<file path="config.mk">
export PLATFORM = sky130hd
export DESIGN_NAME = fpga_pad_top
export DESIGN_NICKNAME = d
export VERILOG_FILES = /design/src/verilog/pad_pkg.sv /design/src/verilog/reg_bus_pkg.sv /design/src/verilog/reg_bus_if.sv /design/src/verilog/board_status.sv /design/src/verilog/fpga_pad_top.sv /design/src/verilog/pad_ctrl_regs.sv /design/src/verilog/pad_func_mux.sv
export SDC_FILE = /design/constraint.sdc
export NUM_CORES = 1
export LEC_CHECK = 0
export BUFFER_PORTS_ARGS = -buffer_cell sky130_fd_sc_hd__buf_2
export CAP_MARGIN = 20
export CORE_UTILIZATION = 25
export CTS_CLUSTER_DIAMETER = 30
export DETAILED_ROUTE_END_ITERATION = 10
export GPL_TIMING_DRIVEN = 0
export PLACE_DENSITY = 0.53
export SETUP_SLACK_MARGIN = 0.4
export SLEW_MARGIN = 20
export SYNTH_ARGS = -nofsm -noshare
export SYNTH_HDL_FRONTEND = slang
export SYNTH_SLANG_ARGS = --single-unit
</file>
<file path="constraint.sdc">
create_clock -name clk_gen -period 3.9 [get_ports clk_gen]
set_input_delay 0.39 -clock clk_gen [delete_from_list [all_inputs] [get_ports clk_gen]]
set_output_delay 0.39 -clock clk_gen [all_outputs]
set_load 0.05 [all_outputs]
</file>
<file path="src/verilog/pad_pkg.sv">
// ************************************************************
// Shared pad definitions. Pad indices match the select
// register order; unknown select codes act as peripheral.
// ************************************************************

package pad_pkg;

  localparam int NUM_MUX_PADS = 9;
  localparam int PAD_SEL_W    = 4;

  // One bit per shared pad
  typedef logic [NUM_MUX_PADS-1:0] pad_vec_t;

  typedef logic [PAD_SEL_W-1:0] pad_mux_sel_t;

  // Shared pad indices
  localparam int PAD_SPI2_CS_0 = 0;
  localparam int PAD_SPI2_CS_1 = 1;
  localparam int PAD_SPI2_SCK  = 2;
  localparam int PAD_SPI2_SD_0 = 3;
  localparam int PAD_SPI2_SD_1 = 4;
  localparam int PAD_SPI2_SD_2 = 5;
  localparam int PAD_SPI2_SD_3 = 6;
  localparam int PAD_I2C_SCL   = 7;
  localparam int PAD_I2C_SDA   = 8;

  // Function codes
  localparam pad_mux_sel_t PAD_FUNC_PERIPH = 4'd0;
  localparam pad_mux_sel_t PAD_FUNC_GPIO   = 4'd1;

endpackage

</file>
<file path="src/verilog/reg_bus_pkg.sv">
// ************************************************************
// Register bus types. Byte addressed, one 32-bit register
// per stride, no byte enables.
// ************************************************************

package reg_bus_pkg;

  localparam int REG_ADDR_W = 8;
  localparam int REG_DATA_W = 32;

  typedef logic [REG_ADDR_W-1:0] reg_addr_t;
  typedef logic [REG_DATA_W-1:0] reg_data_t;

  // Byte distance between two select registers
  localparam int REG_STRIDE = 4;

endpackage
</file>
<file path="src/verilog/reg_bus_if.sv">
// ************************************************************
// Simple request/response register bus. Requester holds the
// request until ready; ready lasts a single cycle.
// ************************************************************

`timescale 1ns/1ps

interface reg_bus_if
  import reg_bus_pkg::*;
();

  logic      valid;
  logic      write;
  reg_addr_t addr;
  reg_data_t wdata;
  reg_data_t rdata;
  logic      ready;
  logic      error;

  modport requester (
    output valid, write, addr, wdata,
    input  rdata, ready, error
  );

  modport responder (
    input  valid, write, addr, wdata,
    output rdata, ready, error
  );

endinterface

</file>
<file path="src/verilog/board_status.sv">
// ************************************************************
// Reset synchronizer plus reset and heartbeat LEDs.
// RST_SYNC_STAGES must be at least 1.
// ************************************************************

`timescale 1ns/1ps

module board_status #(
  parameter int HEARTBEAT_WIDTH = 27,
  parameter int RST_SYNC_STAGES = 2
) (
  input  logic clk_gen,
  input  logic rst_n,
  output logic rst_sync_n_o,
  output logic clk_led_o,
  output logic rst_led_o
);

  typedef logic [HEARTBEAT_WIDTH-1:0] hb_cnt_t;

  logic [RST_SYNC_STAGES-1:0] sync_q;
  hb_cnt_t                    hb_cnt_q;

  // Async assert, synchronous release
  always_ff @(posedge clk_gen or negedge rst_n) begin
    if (!rst_n) begin
      sync_q <= '0;
    end else begin
      sync_q[0] <= 1'b1;
      for (int i = 1; i < RST_SYNC_STAGES; i++) begin
        sync_q[i] <= sync_q[i-1];
      end
    end
  end

  assign rst_sync_n_o = sync_q[RST_SYNC_STAGES-1];
  assign rst_led_o    = sync_q[RST_SYNC_STAGES-1];

  always_ff @(posedge clk_gen or negedge rst_sync_n_o) begin
    if (!rst_sync_n_o) begin
      hb_cnt_q <= '0;
    end else begin
      hb_cnt_q <= hb_cnt_q + 1'b1;
    end
  end

  assign clk_led_o = hb_cnt_q[HEARTBEAT_WIDTH-1];

  // Heartbeat restarts from zero on every reset
  a_hb_zero_in_reset : assert property (
    @(posedge clk_gen) !rst_sync_n_o |-> (hb_cnt_q == '0)
  );

endmodule

</file>
<file path="src/verilog/fpga_pad_top.sv">
// ************************************************************
// Board-level pad logic around the MCU. Pads are split into
// separate in, out and oe ports; the MCU side is external.
// ************************************************************

`timescale 1ns/1ps

module fpga_pad_top
  import pad_pkg::*;
  import reg_bus_pkg::*;
#(
  parameter int HEARTBEAT_WIDTH = 27,
  parameter int RST_SYNC_STAGES = 2
) (
  input  logic      clk_gen,
  input  logic      rst_n,
  input  logic      reg_valid_i,
  input  logic      reg_write_i,
  input  reg_addr_t reg_addr_i,
  input  reg_data_t reg_wdata_i,
  output reg_data_t reg_rdata_o,
  output logic      reg_ready_o,
  output logic      reg_error_o,
  input  pad_vec_t  periph_out_i,
  input  pad_vec_t  periph_oe_i,
  input  pad_vec_t  gpio_out_i,
  input  pad_vec_t  gpio_oe_i,
  input  pad_vec_t  pad_in_i,
  output pad_vec_t  pad_out_o,
  output pad_vec_t  pad_oe_o,
  output pad_vec_t  periph_in_o,
  output pad_vec_t  gpio_in_o,
  output logic      clk_led_o,
  output logic      rst_led_o
);

  logic                            rst_sync_n;
  pad_mux_sel_t [NUM_MUX_PADS-1:0] pad_mux_sel;

  board_status #(
    .HEARTBEAT_WIDTH(HEARTBEAT_WIDTH),
    .RST_SYNC_STAGES(RST_SYNC_STAGES)
  ) i_board_status (
    .clk_gen     (clk_gen),
    .rst_n       (rst_n),
    .rst_sync_n_o(rst_sync_n),
    .clk_led_o   (clk_led_o),
    .rst_led_o   (rst_led_o)
  );

  reg_bus_if i_reg_bus ();

  assign i_reg_bus.valid = reg_valid_i;
  assign i_reg_bus.write = reg_write_i;
  assign i_reg_bus.addr  = reg_addr_i;
  assign i_reg_bus.wdata = reg_wdata_i;
  assign reg_rdata_o     = i_reg_bus.rdata;
  assign reg_ready_o     = i_reg_bus.ready;
  assign reg_error_o     = i_reg_bus.error;

  pad_ctrl_regs i_pad_ctrl_regs (
    .clk_gen      (clk_gen),
    .rst_n        (rst_sync_n),
    .bus          (i_reg_bus.responder),
    .pad_mux_sel_o(pad_mux_sel)
  );

  pad_func_mux i_pad_func_mux (
    .pad_mux_sel_i(pad_mux_sel),
    .periph_out_i (periph_out_i),
    .periph_oe_i  (periph_oe_i),
    .gpio_out_i   (gpio_out_i),
    .gpio_oe_i    (gpio_oe_i),
    .pad_in_i     (pad_in_i),
    .pad_out_o    (pad_out_o),
    .pad_oe_o     (pad_oe_o),
    .periph_in_o  (periph_in_o),
    .gpio_in_o    (gpio_in_o)
  );

endmodule

</file>
<file path="src/verilog/pad_ctrl_regs.sv">
// ************************************************************
// Pad mux select registers, one per shared pad at 4*index.
// Bad or unaligned addresses answer with error, no write.
// ************************************************************

`timescale 1ns/1ps

module pad_ctrl_regs
  import pad_pkg::*;
  import reg_bus_pkg::*;
(
  input  logic                            clk_gen,
  input  logic                            rst_n,
  reg_bus_if.responder                    bus,
  output pad_mux_sel_t [NUM_MUX_PADS-1:0] pad_mux_sel_o
);

  typedef enum logic {
    REG_IDLE,
    REG_RESP
  } reg_state_e;

  reg_state_e                      state_q;
  pad_mux_sel_t [NUM_MUX_PADS-1:0] sel_q;
  reg_addr_t                       pad_idx;
  logic                            addr_ok;
  logic                            accept;
  logic                            err_q;
  reg_data_t                       rdata_q;
  pad_mux_sel_t                    rd_sel;

  // Address decode
  assign pad_idx = reg_addr_t'(bus.addr / REG_STRIDE);
  assign addr_ok = ((bus.addr % REG_STRIDE) == 0) && (int'(pad_idx) < NUM_MUX_PADS);
  assign accept  = (state_q == REG_IDLE) && bus.valid;

  always_comb begin
    rd_sel = PAD_FUNC_PERIPH;
    for (int k = 0; k < NUM_MUX_PADS; k++) begin
      if (int'(pad_idx) == k) begin
        rd_sel = sel_q[k];
      end
    end
  end

  always_ff @(posedge clk_gen or negedge rst_n) begin
    if (!rst_n) begin
      state_q <= REG_IDLE;
      err_q   <= 1'b0;
      for (int k = 0; k < NUM_MUX_PADS; k++) begin
        sel_q[k] <= PAD_FUNC_PERIPH;
      end
    end else begin
      case (state_q)
        REG_IDLE: begin
          if (accept) begin
            state_q <= REG_RESP;
            err_q   <= !addr_ok;
            // Select changes on the edge that raises ready
            if (bus.write && addr_ok) begin
              for (int k = 0; k < NUM_MUX_PADS; k++) begin
                if (int'(pad_idx) == k) begin
                  sel_q[k] <= pad_mux_sel_t'(bus.wdata[PAD_SEL_W-1:0]);
                end
              end
            end
          end
        end
        REG_RESP: begin
          state_q <= REG_IDLE;
        end
        default: begin
          state_q <= REG_IDLE;
        end
      endcase
    end
  end

  always_ff @(posedge clk_gen) begin
    if (accept) begin
      rdata_q <= (addr_ok && !bus.write) ? reg_data_t'(rd_sel) : '0;
    end
  end

  assign bus.ready     = (state_q == REG_RESP);
  assign bus.error     = bus.ready && err_q;
  assign bus.rdata     = rdata_q;
  assign pad_mux_sel_o = sel_q;

  a_ready_single : assert property (
    @(posedge clk_gen) disable iff (!rst_n) bus.ready |=> !bus.ready
  );

  a_ready_after_valid : assert property (
    @(posedge clk_gen) disable iff (!rst_n) bus.ready |-> $past(bus.valid)
  );

endmodule

</file>
<file path="src/verilog/pad_func_mux.sv">
// ************************************************************
// Per-pad routing between peripheral and GPIO. Purely
// combinational; the unselected side reads zero.
// ************************************************************

`timescale 1ns/1ps

module pad_func_mux
  import pad_pkg::*;
(
  input  pad_mux_sel_t [NUM_MUX_PADS-1:0] pad_mux_sel_i,
  input  pad_vec_t                        periph_out_i,
  input  pad_vec_t                        periph_oe_i,
  input  pad_vec_t                        gpio_out_i,
  input  pad_vec_t                        gpio_oe_i,
  input  pad_vec_t                        pad_in_i,
  output pad_vec_t                        pad_out_o,
  output pad_vec_t                        pad_oe_o,
  output pad_vec_t                        periph_in_o,
  output pad_vec_t                        gpio_in_o
);

  always_comb begin
    for (int k = 0; k < NUM_MUX_PADS; k++) begin
      if (pad_mux_sel_i[k] == PAD_FUNC_GPIO) begin
        pad_out_o[k]   = gpio_out_i[k];
        pad_oe_o[k]    = gpio_oe_i[k];
        gpio_in_o[k]   = pad_in_i[k];
        periph_in_o[k] = 1'b0;
      end else begin
        // Peripheral, also for unknown codes
        pad_out_o[k]   = periph_out_i[k];
        pad_oe_o[k]    = periph_oe_i[k];
        periph_in_o[k] = pad_in_i[k];
        gpio_in_o[k]   = 1'b0;
      end
    end
  end

  // Input never reaches both consumers
  always_comb begin
    a_in_exclusive : assert final ((periph_in_o & gpio_in_o) == '0);
  end

endmodule

</file>
==> flow_metrics.env, run 1 <==
export IMPL_drive_gt1_frac=0.4786
export IMPL_cp_arrival_ns=2.32
export IMPL_syn_area_per_cell_um2=12.19
export IMPL_run_status="complete, no violations"
export IMPL_seq_area_um2=1800
export IMPL_dp_cells=639
export IMPL_cts_tree="done"
export IMPL_synth_top_cells_by_area="dfrtp_1 43%, mux2_2 13%, buf_4 5.4%"
export IMPL_grt_pass1_vias=2761
export IMPL_dr_max_layer_used="met4"
export IMPL_n_fill_cell=1537
export IMPL_synth_ff_type="dfrtp_1"
export IMPL_vias=2890
export IMPL_grt_ovfl_total=0
export IMPL_drv_slew=0
export IMPL_portBuffers=104
export IMPL_critPathKind="flop to output port"
export IMPL_diodes=0
export IMPL_synth_top_area_frac=0.4310
export IMPL_dr_wl_met2_um=4062
export IMPL_synthCells=319
export IMPL_startpoint_type="flop"
export IMPL_rows=45
export IMPL_irDropWorstVdd_mv=0.2118
export IMPL_holdWs_ns=0.2636
export IMPL_via_per_inst=4.405
export IMPL_drt_first_pass_iters=4
export IMPL_finalSetupViolCount=0
export IMPL_critPathSlowestCell="nor4b_1"
export IMPL_final_util=0.3341
export IMPL_cts_sinks=71
export IMPL_slew_headroom=0.2527
export IMPL_rsz0062_at_grt="false"
export IMPL_startpoint="i_pad_ctrl_regs.pad_mux_sel_o[26]"
export IMPL_clk_path_buf_depth=2
export IMPL_yosysWarningCount=0
export IMPL_max_cap_violations=0
export IMPL_grt_max_degree=39
export IMPL_synth_async_reset_ratio=0.9437
export IMPL_post_route_min_period_ns=2.708
export IMPL_yosys_area_top_type="dfrtp_1"
export IMPL_cts_inserted_buffers=9
export IMPL_critPathTopFamily="simple AND/OR/NAND/NOR gates"
export IMPL_dieArea_um2=16060
export IMPL_rr_startpoint="i_board_status.hb_cnt_q[6]"
export IMPL_area_growth_pct=30.56
export IMPL_r2r_slack_ns=1.98
export IMPL_fp_coreArea_um2=15200
export IMPL_post_drt_wl_per_cell_um=12.99
export IMPL_hold_class="flop to asynchronous set/reset pin"
export IMPL_cts_clk_slew_worst_paths_ns=0.06
export IMPL_ys_seq_area_frac=0.4619
export IMPL_start_util=0.2559
export IMPL_fmax_mhz=369.3
export IMPL_timing_rr_end="i_board_status.hb_cnt_q[21]"
export IMPL_grt_use_total=0.1094
export IMPL_die_x_um=126.7
export IMPL_num_io_pins=161
export IMPL_multi_input_area_um2=1954
export IMPL_crit_cells=3
export IMPL_drc=0
export IMPL_total_power_mw=1.820
export IMPL_max_stage_delay_ns=0.96
export IMPL_synth_edf_count=4
export IMPL_met1_length_um=3738
export IMPL_dieHeight_um=126.7
export IMPL_required_ns=3.51
export IMPL_nNetsFinal=553
export IMPL_rr_worst_depth=4
export IMPL_clock_latency_ns=0.33
export IMPL_ctsResizeCount=0
export IMPL_stdcell_count=656
export IMPL_gp_congestion=0.7777
export IMPL_dr_wl_met3_um=557
export IMPL_grt_pass1_wl_um=13700
export IMPL_synth_cell_type_count=44
export IMPL_cp_end_kind="output port"
export IMPL_crit_fanout=4
export IMPL_wl_um=8523
export IMPL_worstPathCellList="nor4b_1 -> mux2_2 -> buf_2"
export IMPL_powerDensity_nw_per_um2=358.3
export IMPL_path_buf_inv=1
export IMPL_antenna_found_initial=0
export IMPL_htree_levels=3
export IMPL_crit_path_end="pad_oe_o[6]"
export IMPL_tns_ns=0
export IMPL_worst_slew_pin_slew_ns=1.105
export IMPL_synth_area_um2=3890
export IMPL_finalHoldViolations=0
export IMPL_hpwl_um=6403
export IMPL_drt_iter0_drc=172
export IMPL_synth_seq_cells=71
export IMPL_cts_root_buffer_cell="clkbuf_16"
export IMPL_skew_ns=0.006648
export IMPL_p_leak_nw=2.473
export IMPL_ant_nets=0
export IMPL_period_share=0.6943
==> cell usage after synthesis (8+ instances only) <==
master	count
and2_1	12
nor2b_1	10
mux2_2	46
nand4_1	10
mux2_4	8
dfrtp_1	67
nor3_1	8
nand2_1	11
buf_4	28
xnor2_1	20
nor2_1	12
nand3_1	10
nor4b_1	10
==> layer usage <==
metal  vias to the layer above  track usage
li1                       1382            -
met1                      1391       0.1376
met2                       104       0.1774
met3                        13      0.03121
met4                         0      0.04272
met5                         -            0
==> where the power goes <==
part / internal [mW] / leakage (nW) / switching [mW]
Sequential: 0.749 / 0.954 / 0.00846
Clock: 0.509 / 0.146 / 0.294
Combinational: 0.0775 / 1.37 / 0.182
Total: 1.34 / 2.47 / 0.485
==> final cells by class <==
type / instances / area share
well taps: 188 / 0.04632
inverters: 3 / 0.002217
multi-input cells: 239 / 0.3848
clock buffers: 12 / 0.04853
clock inverters: 4 / 0.008869
repair buffers: 106 / 0.1084
flip-flops and latches: 71 / 0.3545
plain buffers: 33 / 0.04632
==> worst register-to-register path, cell delays in order, from the launching register on <==
cell	delay [ns]
dfrtp_1	0.41
nand4_1	0.22
nor4_1	0.80
nand4_1	0.20
xnor2_1	0.17
==> registers in the layout, summed over array words and instances, names as in the netlist <==
| signal | cells |
|---|---|
| i_board_status.hb_cnt_q | 27 |
| i_board_status.sync_q | 2 |
| i_pad_ctrl_regs.bus.rdata | 4 |
| i_pad_ctrl_regs.bus.ready | 1 |
| i_pad_ctrl_regs.err_q | 1 |
| i_pad_ctrl_regs.pad_mux_sel_o | 36 |
==> placed cells by master (no fill, tap or decap), drive strengths merged, types with 2 or more instances in the layout <==
| master | netlist | layout |
|---|---|---|
| o21ai | 2 | 2 |
| a211o | 2 | 2 |
| nor3 | 10 | 10 |
| and3 | 3 | 3 |
| inv | 3 | 3 |
| a22o | 2 | 2 |
| nand2b | 4 | 4 |
| nand4 | 10 | 10 |
| xnor2 | 20 | 20 |
| clkbuf | 0 | 12 |
| dfrtp | 67 | 67 |
| and2 | 12 | 12 |
| a221oi | 2 | 2 |
| a21oi | 2 | 2 |
| mux4 | 6 | 6 |
| nor4b | 10 | 10 |
| nor2b | 10 | 10 |
| buf | 33 | 138 |
| nor4 | 4 | 4 |
| and3b | 2 | 2 |
| xor2 | 5 | 5 |
| clkinv | 0 | 3 |
| nor2 | 12 | 12 |
| mux2i | 2 | 2 |
| or3 | 2 | 2 |
| mux2 | 54 | 54 |
| conb | 2 | 29 |
| o21a | 3 | 3 |
| nand3 | 11 | 11 |
| nand2 | 11 | 11 |
| a211oi | 2 | 2 |
| edfxtp | 4 | 4 |
==> repair_timing <==
item | in CTS | in global routing
endpoints found under the hold margin | 2 | 0
hold buffers | 1 | 0
buffers inserted | 0 | 0
==> worst min-delay path by stage <==
stage | slack [ns] | depth (start not counted) | endpoint | startpoint
global placement | 0.18 | 1 | i_board_status.sync_q[0] | rst_n
floorplan | 0.09 | 0 | i_board_status.sync_q[0] | rst_n
CTS | 0.28 | 0 | i_board_status.hb_cnt_q[9] | i_board_status.sync_q[1]
global route | 0.32 | 0 | i_pad_ctrl_regs.pad_mux_sel_o[14] | i_board_status.sync_q[1]
detailed placement | 0.18 | 1 | i_board_status.sync_q[0] | rst_n
finish | 0.26 | 0 | i_board_status.hb_cnt_q[8] | i_board_status.sync_q[1]
==> logic make-up after synthesis <==
| kind of cell | count (synthesis) | share of synthesized area |
|---|---|---|
| AND/OR/NAND/NOR | 105 | 0.1763 |
| flip-flops | 71 | 0.4619 |
| multiplexers | 62 | 0.2039 |
| buffers and inverters | 36 | 0.06336 |
| XOR/XNOR | 25 | 0.05629 |
| AO/OA/AOI/OAI | 17 | 0.03313 |
| other | 2 | 0.001931 |
| adder cells (fa/ha/maj) | 1 | 0.003216 |
==> per-stage QoR <==
step	setup WS [ns]	cell area [um^2]
floorplan	1.484	3991
global placement	0.7453	4747
detailed placement	1.552	4771
CTS	1.187	5072
global route	1.099	5079
finish	1.192	5079
(Power assumes the default switching activity.)
==> inputs of run 2 (changes only) <==
==> constraint.sdc (replaced) <==
create_clock -name clk_gen -period 2.5 [get_ports clk_gen]
set_input_delay 0.25 -clock clk_gen [delete_from_list [all_inputs] [get_ports clk_gen]]
set_output_delay 0.25 -clock clk_gen [all_outputs]
set_load 0.05 [all_outputs]
==> run 2 against run 1 <==
- clock skew is 0.00080 ns lower
- global-route usage is 0.19 points higher
- register-to-register slack worse by 1.3 ns
- clock power is 84% higher
- clock-buffer cell count is 2 lower
- non-clock buffer count is 2 higher
- sequential cell count stayed put
- total power is 69% higher
- final cell count is 0.30% higher
- combinational power is 57% higher
- die area stayed put
- setup slack worse by 0.70 ns
- critical path type unchanged
- largest cell class unchanged
- highest routed layer unchanged
==> flow_metrics.env, run 2 (synthesis gave the netlist of run 1 again) <==
export IMPL_drive_gt1_frac=0.5043
export IMPL_die_x_um=126.7
export IMPL_worst_slew_pin_slew_ns=0.7955
export IMPL_tns_ns=0
export IMPL_cts_sinks=71
export IMPL_critPathKind="flop to output port"
export IMPL_clock_latency_ns=0.33
export IMPL_powerDensity_nw_per_um2=580.4
export IMPL_timing_rr_end="i_pad_ctrl_regs.pad_mux_sel_o[31]"
export IMPL_rsz0062_at_grt="false"
export IMPL_drt_iter0_drc=127
export IMPL_largest_register_ff_count=36
export IMPL_rr_worst_depth=4
export IMPL_finalHoldViolations=0
export IMPL_area_growth_pct=35.83
export IMPL_max_cap_violations=0
export IMPL_dieHeight_um=126.7
export IMPL_clk_path_buf_depth=2
export IMPL_irDropWorstVdd_mv=0.2856
export IMPL_vias=2914
export IMPL_grt_pass1_vias=2781
export IMPL_layout_cells_most_common="buf_2"
export IMPL_dieArea_um2=16060
export IMPL_ant_nets=0
export IMPL_grt_use_total=0.1113
export IMPL_cp_arrival_ns=1.75
export IMPL_diodes=0
export IMPL_skew_ns=0.005844
export IMPL_startpoint="i_pad_ctrl_regs.pad_mux_sel_o[11]"
export IMPL_fp_coreArea_um2=15200
export IMPL_grt_ovfl_total=0
export IMPL_required_ns=2.25
export IMPL_period_share=0.8020
export IMPL_layout_common_cells="109 x buf_2, 66 x dfrtp_1, 46 x mux2_2"
export IMPL_run_status="complete, no violations"
export IMPL_crit_fanout=4
export IMPL_rows=45
export IMPL_htree_levels=3
export IMPL_crit_path_end="pad_oe_o[2]"
export IMPL_nNetsFinal=555
export IMPL_gp_congestion=0.7244
export IMPL_via_per_inst=4.429
export IMPL_startpoint_type="flop"
export IMPL_drv_slew=0
export IMPL_portBuffers=104
export IMPL_grt_pass1_wl_um=14030
export IMPL_hold_class="primary input to asynchronous set/reset pin"
export IMPL_antenna_found_initial=0
export IMPL_post_route_min_period_ns=2.005
export IMPL_hpwl_um=6407
export IMPL_wl_um=8639
export IMPL_slew_headroom=0.4656
export IMPL_r2r_slack_ns=0.73
export IMPL_cts_clk_slew_worst_paths_ns=0.06
export IMPL_start_util=0.2559
export IMPL_finalSetupViolCount=0
export IMPL_drt_first_pass_iters=4
export IMPL_cts_tree="done"
export IMPL_cts_root_buffer_cell="clkbuf_16"
export IMPL_cp_end_kind="output port"
export IMPL_p_leak_nw=2.529
export IMPL_grt_max_degree=43
export IMPL_drc=0
export IMPL_fmax_mhz=498.8
export IMPL_rr_startpoint="i_pad_ctrl_regs.bus.ready"
export IMPL_post_drt_wl_per_cell_um=13.13
export IMPL_num_io_pins=161
export IMPL_total_power_mw=3.067
export IMPL_cts_inserted_buffers=9
## run 2: cell types whose count changed in the layout (fill, tap and decap cells not counted), sizes merged
cell,previous run,this run
bufinv,1,3
buf,138,140
clkinv,3,2
clkinvlp,0,1
clkbuf,12,10
## run 2: what timing repair did
action | 4_1_cts | 5_1_grt
pin swaps | 0 | 2
buffers inserted | 0 | 2
hold buffers | 1 | 0
endpoints found under the hold margin | 2 | 0
resized for setup | 15 | 4
setup endpoints to repair | 30 | 16
## run 2: where the power goes
group,internal (mW),switching (mW),total [mW]
registers,1.17,0.0128,1.18
clock network,0.997,0.482,1.48
logic,0.122,0.286,0.408
total,2.29,0.780,3.07
## run 2: critical path, stage by stage, from the launching register on
cell and delay (ns):
dfrtp_1 0.42, nor4b_4 0.28, buf_4 0.18, mux2_2 0.33, buf_2 0.21
## run 2: worst min path at each step
stage / from / to / slack, ns / depth (start not counted)
floorplan: rst_n / i_board_status.sync_q[0] / -0.05 / 0
global placement: rst_n / i_board_status.sync_q[0] / 0.04 / 1
detailed placement: rst_n / i_board_status.sync_q[0] / 0.04 / 1
CTS: rst_n / i_board_status.sync_q[0] / 0.23 / 2
global route: rst_n / i_board_status.sync_q[0] / 0.23 / 2
finish: rst_n / i_board_status.sync_q[0] / 0.23 / 2
## run 2: area by class of cell
| type | count | area, um^2 |
|---|---|---|
| well taps | 188 | 235.2 |
| plain buffers | 33 | 235.2 |
| repair buffers | 108 | 565.5 |
| clock buffers | 10 | 239.0 |
| fillers | 1487 | 9918 |
| inverters | 3 | 11.26 |
| multi-input cells | 239 | 2090 |
| flip-flops and latches | 71 | 1800 |
| clock inverters | 6 | 107.6 |
## run 2: stage by stage
stage               utilization  setup WS (ns)  hold WS (ns)  std cells  instance area (um^2)
finish                   0.3476         0.4950        0.2289        658                  5284
global route             0.3476         0.4098        0.2331        658                  5284
CTS                      0.3444         0.4026        0.2252        656                  5236
detailed placement       0.3138         0.3062       0.04032        639                  4771
global placement         0.3123         0.3294       0.03879        638                  4748
floorplan                     -         0.6031      -0.04559        346                  3993
## run 2: routing by layer
layer,GRT usage,part of all wire,routed length (um)
met1,0.1324,0.43,3724
met4,0.02311,0.0063,54
met2,0.1937,0.51,4414
met5,0,0,0
met3,0.03922,0.052,446
==> inputs of run 3 (changes only) <==
--- a/config.mk
+++ b/config.mk
@@ -11,7 +11,7 @@
 export CTS_CLUSTER_DIAMETER = 30
 export DETAILED_ROUTE_END_ITERATION = 10
 export GPL_TIMING_DRIVEN = 0
-export PLACE_DENSITY = 0.53
+export PLACE_DENSITY = 0.55
 export SETUP_SLACK_MARGIN = 0.4
 export SLEW_MARGIN = 20
 export SYNTH_ARGS = -nofsm -noshare
==> constraint.sdc (replaced) <==
create_clock -name clk_gen -period 1.8 [get_ports clk_gen]
set_input_delay 0.18 -clock clk_gen [delete_from_list [all_inputs] [get_ports clk_gen]]
set_output_delay 0.18 -clock clk_gen [all_outputs]
set_load 0.05 [all_outputs]
==> run 3 against run 2 <==
- the run now ends with negative setup slack left
- clock skew increased by 0.0026 ns
- design area increased by 25%
- setup slack got worse by 0.56 ns
- non-clock buffer count increased by 72
- register-to-register slack got worse by 0.72 ns
- critical path depth unchanged
- sequential power increased by 38%
- wire length increased by 20%
- sequential share of layout area decreased by 6.7 points
- die area unchanged
- clock-buffer cell count increased by 1
- critical endpoint is now pad_out_o[5]
- largest power group unchanged
==> flow_metrics.env, run 3 (synthesis gave the netlist of run 1 again) <==
export IMPL_hpwl_um=6625
export IMPL_wl_um=10380
export IMPL_vias=3213
export IMPL_tns_ns=-0.6316
export IMPL_p_leak_nw=3.178
export IMPL_r2r_slack_ns=0.01
export IMPL_gp_congestion=0.7777
export IMPL_powerDensity_nw_per_um2=610.6
export IMPL_num_io_pins=161
export IMPL_timing_rr_end="i_pad_ctrl_regs.pad_mux_sel_o[1]"
export IMPL_skew_ns=0.008463
export IMPL_layout_cells_most_common="buf_4"
export IMPL_die_x_um=126.7
export IMPL_rr_worst_depth=5
export IMPL_critPathKind="flop to output port"
export IMPL_drt_first_pass_iters=4
export IMPL_cp_end_kind="output port"
export IMPL_drc=0
export IMPL_fmax_mhz=536.2
export IMPL_grt_pass1_vias=3030
export IMPL_grt_ovfl_total=0
export IMPL_max_cap_violations=0
export IMPL_final_util=0.4340
export IMPL_irDropWorstVdd_mv=0.4538
export IMPL_portBuffers=104
export IMPL_run_status="complete, but fails checks"
export IMPL_drv_slew=0
export IMPL_grt_max_degree=34
export IMPL_antenna_found_initial=0
export IMPL_cts_tree="done"
export IMPL_dpl_cell_area_um2=5042
export IMPL_via_per_inst=4.401
export IMPL_rsz0062_at_grt="true"
export IMPL_holdWs_ns=0.1622
export IMPL_fp_coreArea_um2=15200
export IMPL_clk_path_buf_depth=2
export IMPL_post_route_min_period_ns=1.865
export IMPL_startpoint_type="flop"
export IMPL_grt_pass1_wl_um=15700
export IMPL_diodes=0
export IMPL_n_fill_cell=1405
export IMPL_rr_startpoint="i_pad_ctrl_regs.bus.ready"
export IMPL_slew_headroom=0.6335
export IMPL_start_util=0.2559
export IMPL_dieHeight_um=126.7
export IMPL_htree_levels=3
export IMPL_area_growth_pct=69.60
export IMPL_crit_fanout=4
export IMPL_finalSetupViolCount=16
export IMPL_grt_use_total=0.1267
export IMPL_period_share=1.036
export IMPL_largest_register_ff_count=36
export IMPL_cts_clk_slew_worst_paths_ns=0.05
export IMPL_cp_arrival_ns=1.68
export IMPL_failed_checks="negative setup slack"
export IMPL_layout_common_cells="79 x buf_4, 70 x buf_2, 64 x dfrtp_1"
export IMPL_finalHoldViolations=0
export IMPL_post_drt_wl_per_cell_um=14.22
export IMPL_clock_latency_ns=0.34
export IMPL_postLayoutCellArea_um2=6598
export IMPL_worst_slew_pin_slew_ns=0.5486
export IMPL_cts_sinks=71
export IMPL_critPathSlowestCell="dfrtp_1"
export IMPL_max_stage_delay_ns=0.42
export IMPL_rows=45
export IMPL_ant_nets=0
export IMPL_setup_ws_ns=-0.06484
export IMPL_worstPathCellList="nor4b_4 -> buf_4 -> mux2_4 -> buf_6"
export IMPL_hold_class="primary input to asynchronous set/reset pin"
export IMPL_required_ns=1.62
export IMPL_nNetsFinal=627
export IMPL_drt_iter0_drc=114
export IMPL_cts_root_buffer_cell="clkbuf_16"
export IMPL_drive_gt1_frac=0.6568
export IMPL_cts_inserted_buffers=9
export IMPL_dieArea_um2=16060
run 3: cell types whose count changed in the layout (fill, tap and decap cells not counted), sizes merged:
| cell | change |
|---|---|
| clkbuf | +1 |
| bufinv | -2 |
| clkinv | +2 |
| buf | +72 |
| clkinvlp | -1 |
run 3: layout make-up:
type,instances,area [um^2],area share
repair buffers,180,1491,0.2261
well taps,188,235.2,0.03565
multi-input cells,239,2525,0.3827
clock inverters,5,48.80,0.007396
plain buffers,33,250.2,0.03793
flip-flops and latches,71,1803,0.2733
inverters,3,11.26,0.001707
clock buffers,11,232.7,0.03527
run 3: power by group:
part           internal [mW]  total (mW)  leakage (nW)  switching [mW]
clock                   1.06        1.71         0.141           0.654
sequential              1.62        1.63         0.951         0.00760
combinational          0.248       0.685          2.09           0.437
run 3: timing repair:
item                       in CTS  in global routing
buffers inserted               40                 35
hold endpoints to repair        2                  0
gates resized for setup       131                 53
setup endpoints to repair      96                 91
hold buffers                    1                  0
pin swaps                      24                 36
cloned                          0                  0
run 3: worst max path at each step:
stage	endpoint	slack (ns)	cells past startpoint	from
2_1_floorplan	i_pad_ctrl_regs.pad_mux_sel_o[28]	0.0005	4	i_pad_ctrl_regs.bus.ready
3_3_place_gp	i_pad_ctrl_regs.pad_mux_sel_o[13]	-0.28	5	reg_addr_i[7]
3_5_place_dp	i_pad_ctrl_regs.pad_mux_sel_o[1]	-0.34	5	reg_addr_i[7]
4_1_cts	pad_out_o[1]	-0.06	4	i_pad_ctrl_regs.pad_mux_sel_o[7]
5_1_grt	pad_out_o[5]	-0.12	4	i_pad_ctrl_regs.pad_mux_sel_o[21]
6_report	pad_out_o[5]	-0.06	4	i_pad_ctrl_regs.pad_mux_sel_o[21]
run 3: worst max-delay path: cells and delay by family, from the launching register on:
family / cells / cell delay, ns
multiplexers: 1 / 0.30
AND/OR/NAND/NOR: 1 / 0.29
buffers and inverters: 2 / 0.33
flip-flops: 1 / 0.42
run 3: per-stage QoR:
stage / power (mW) / std cells / setup slack, ns
after floorplan: 2.109 / 346 / 0.0004939
after global placement: 2.243 / 638 / -0.2800
after detailed placement: 2.252 / 638 / -0.3394
after CTS: 4.056 / 695 / -0.06314
after global routing: 4.176 / 730 / -0.1209
final: 4.029 / 730 / -0.06484
run 3: per-layer routing:
metal,GRT usage,up-vias,wire [um],part of all wire
li1,-,1537,-,-
met1,0.1500,1564,4401,0.42
met2,0.2197,95,5296,0.51
met3,0.03374,17,480,0.046
met4,0.04762,0,204,0.020
met5,0,-,0,0
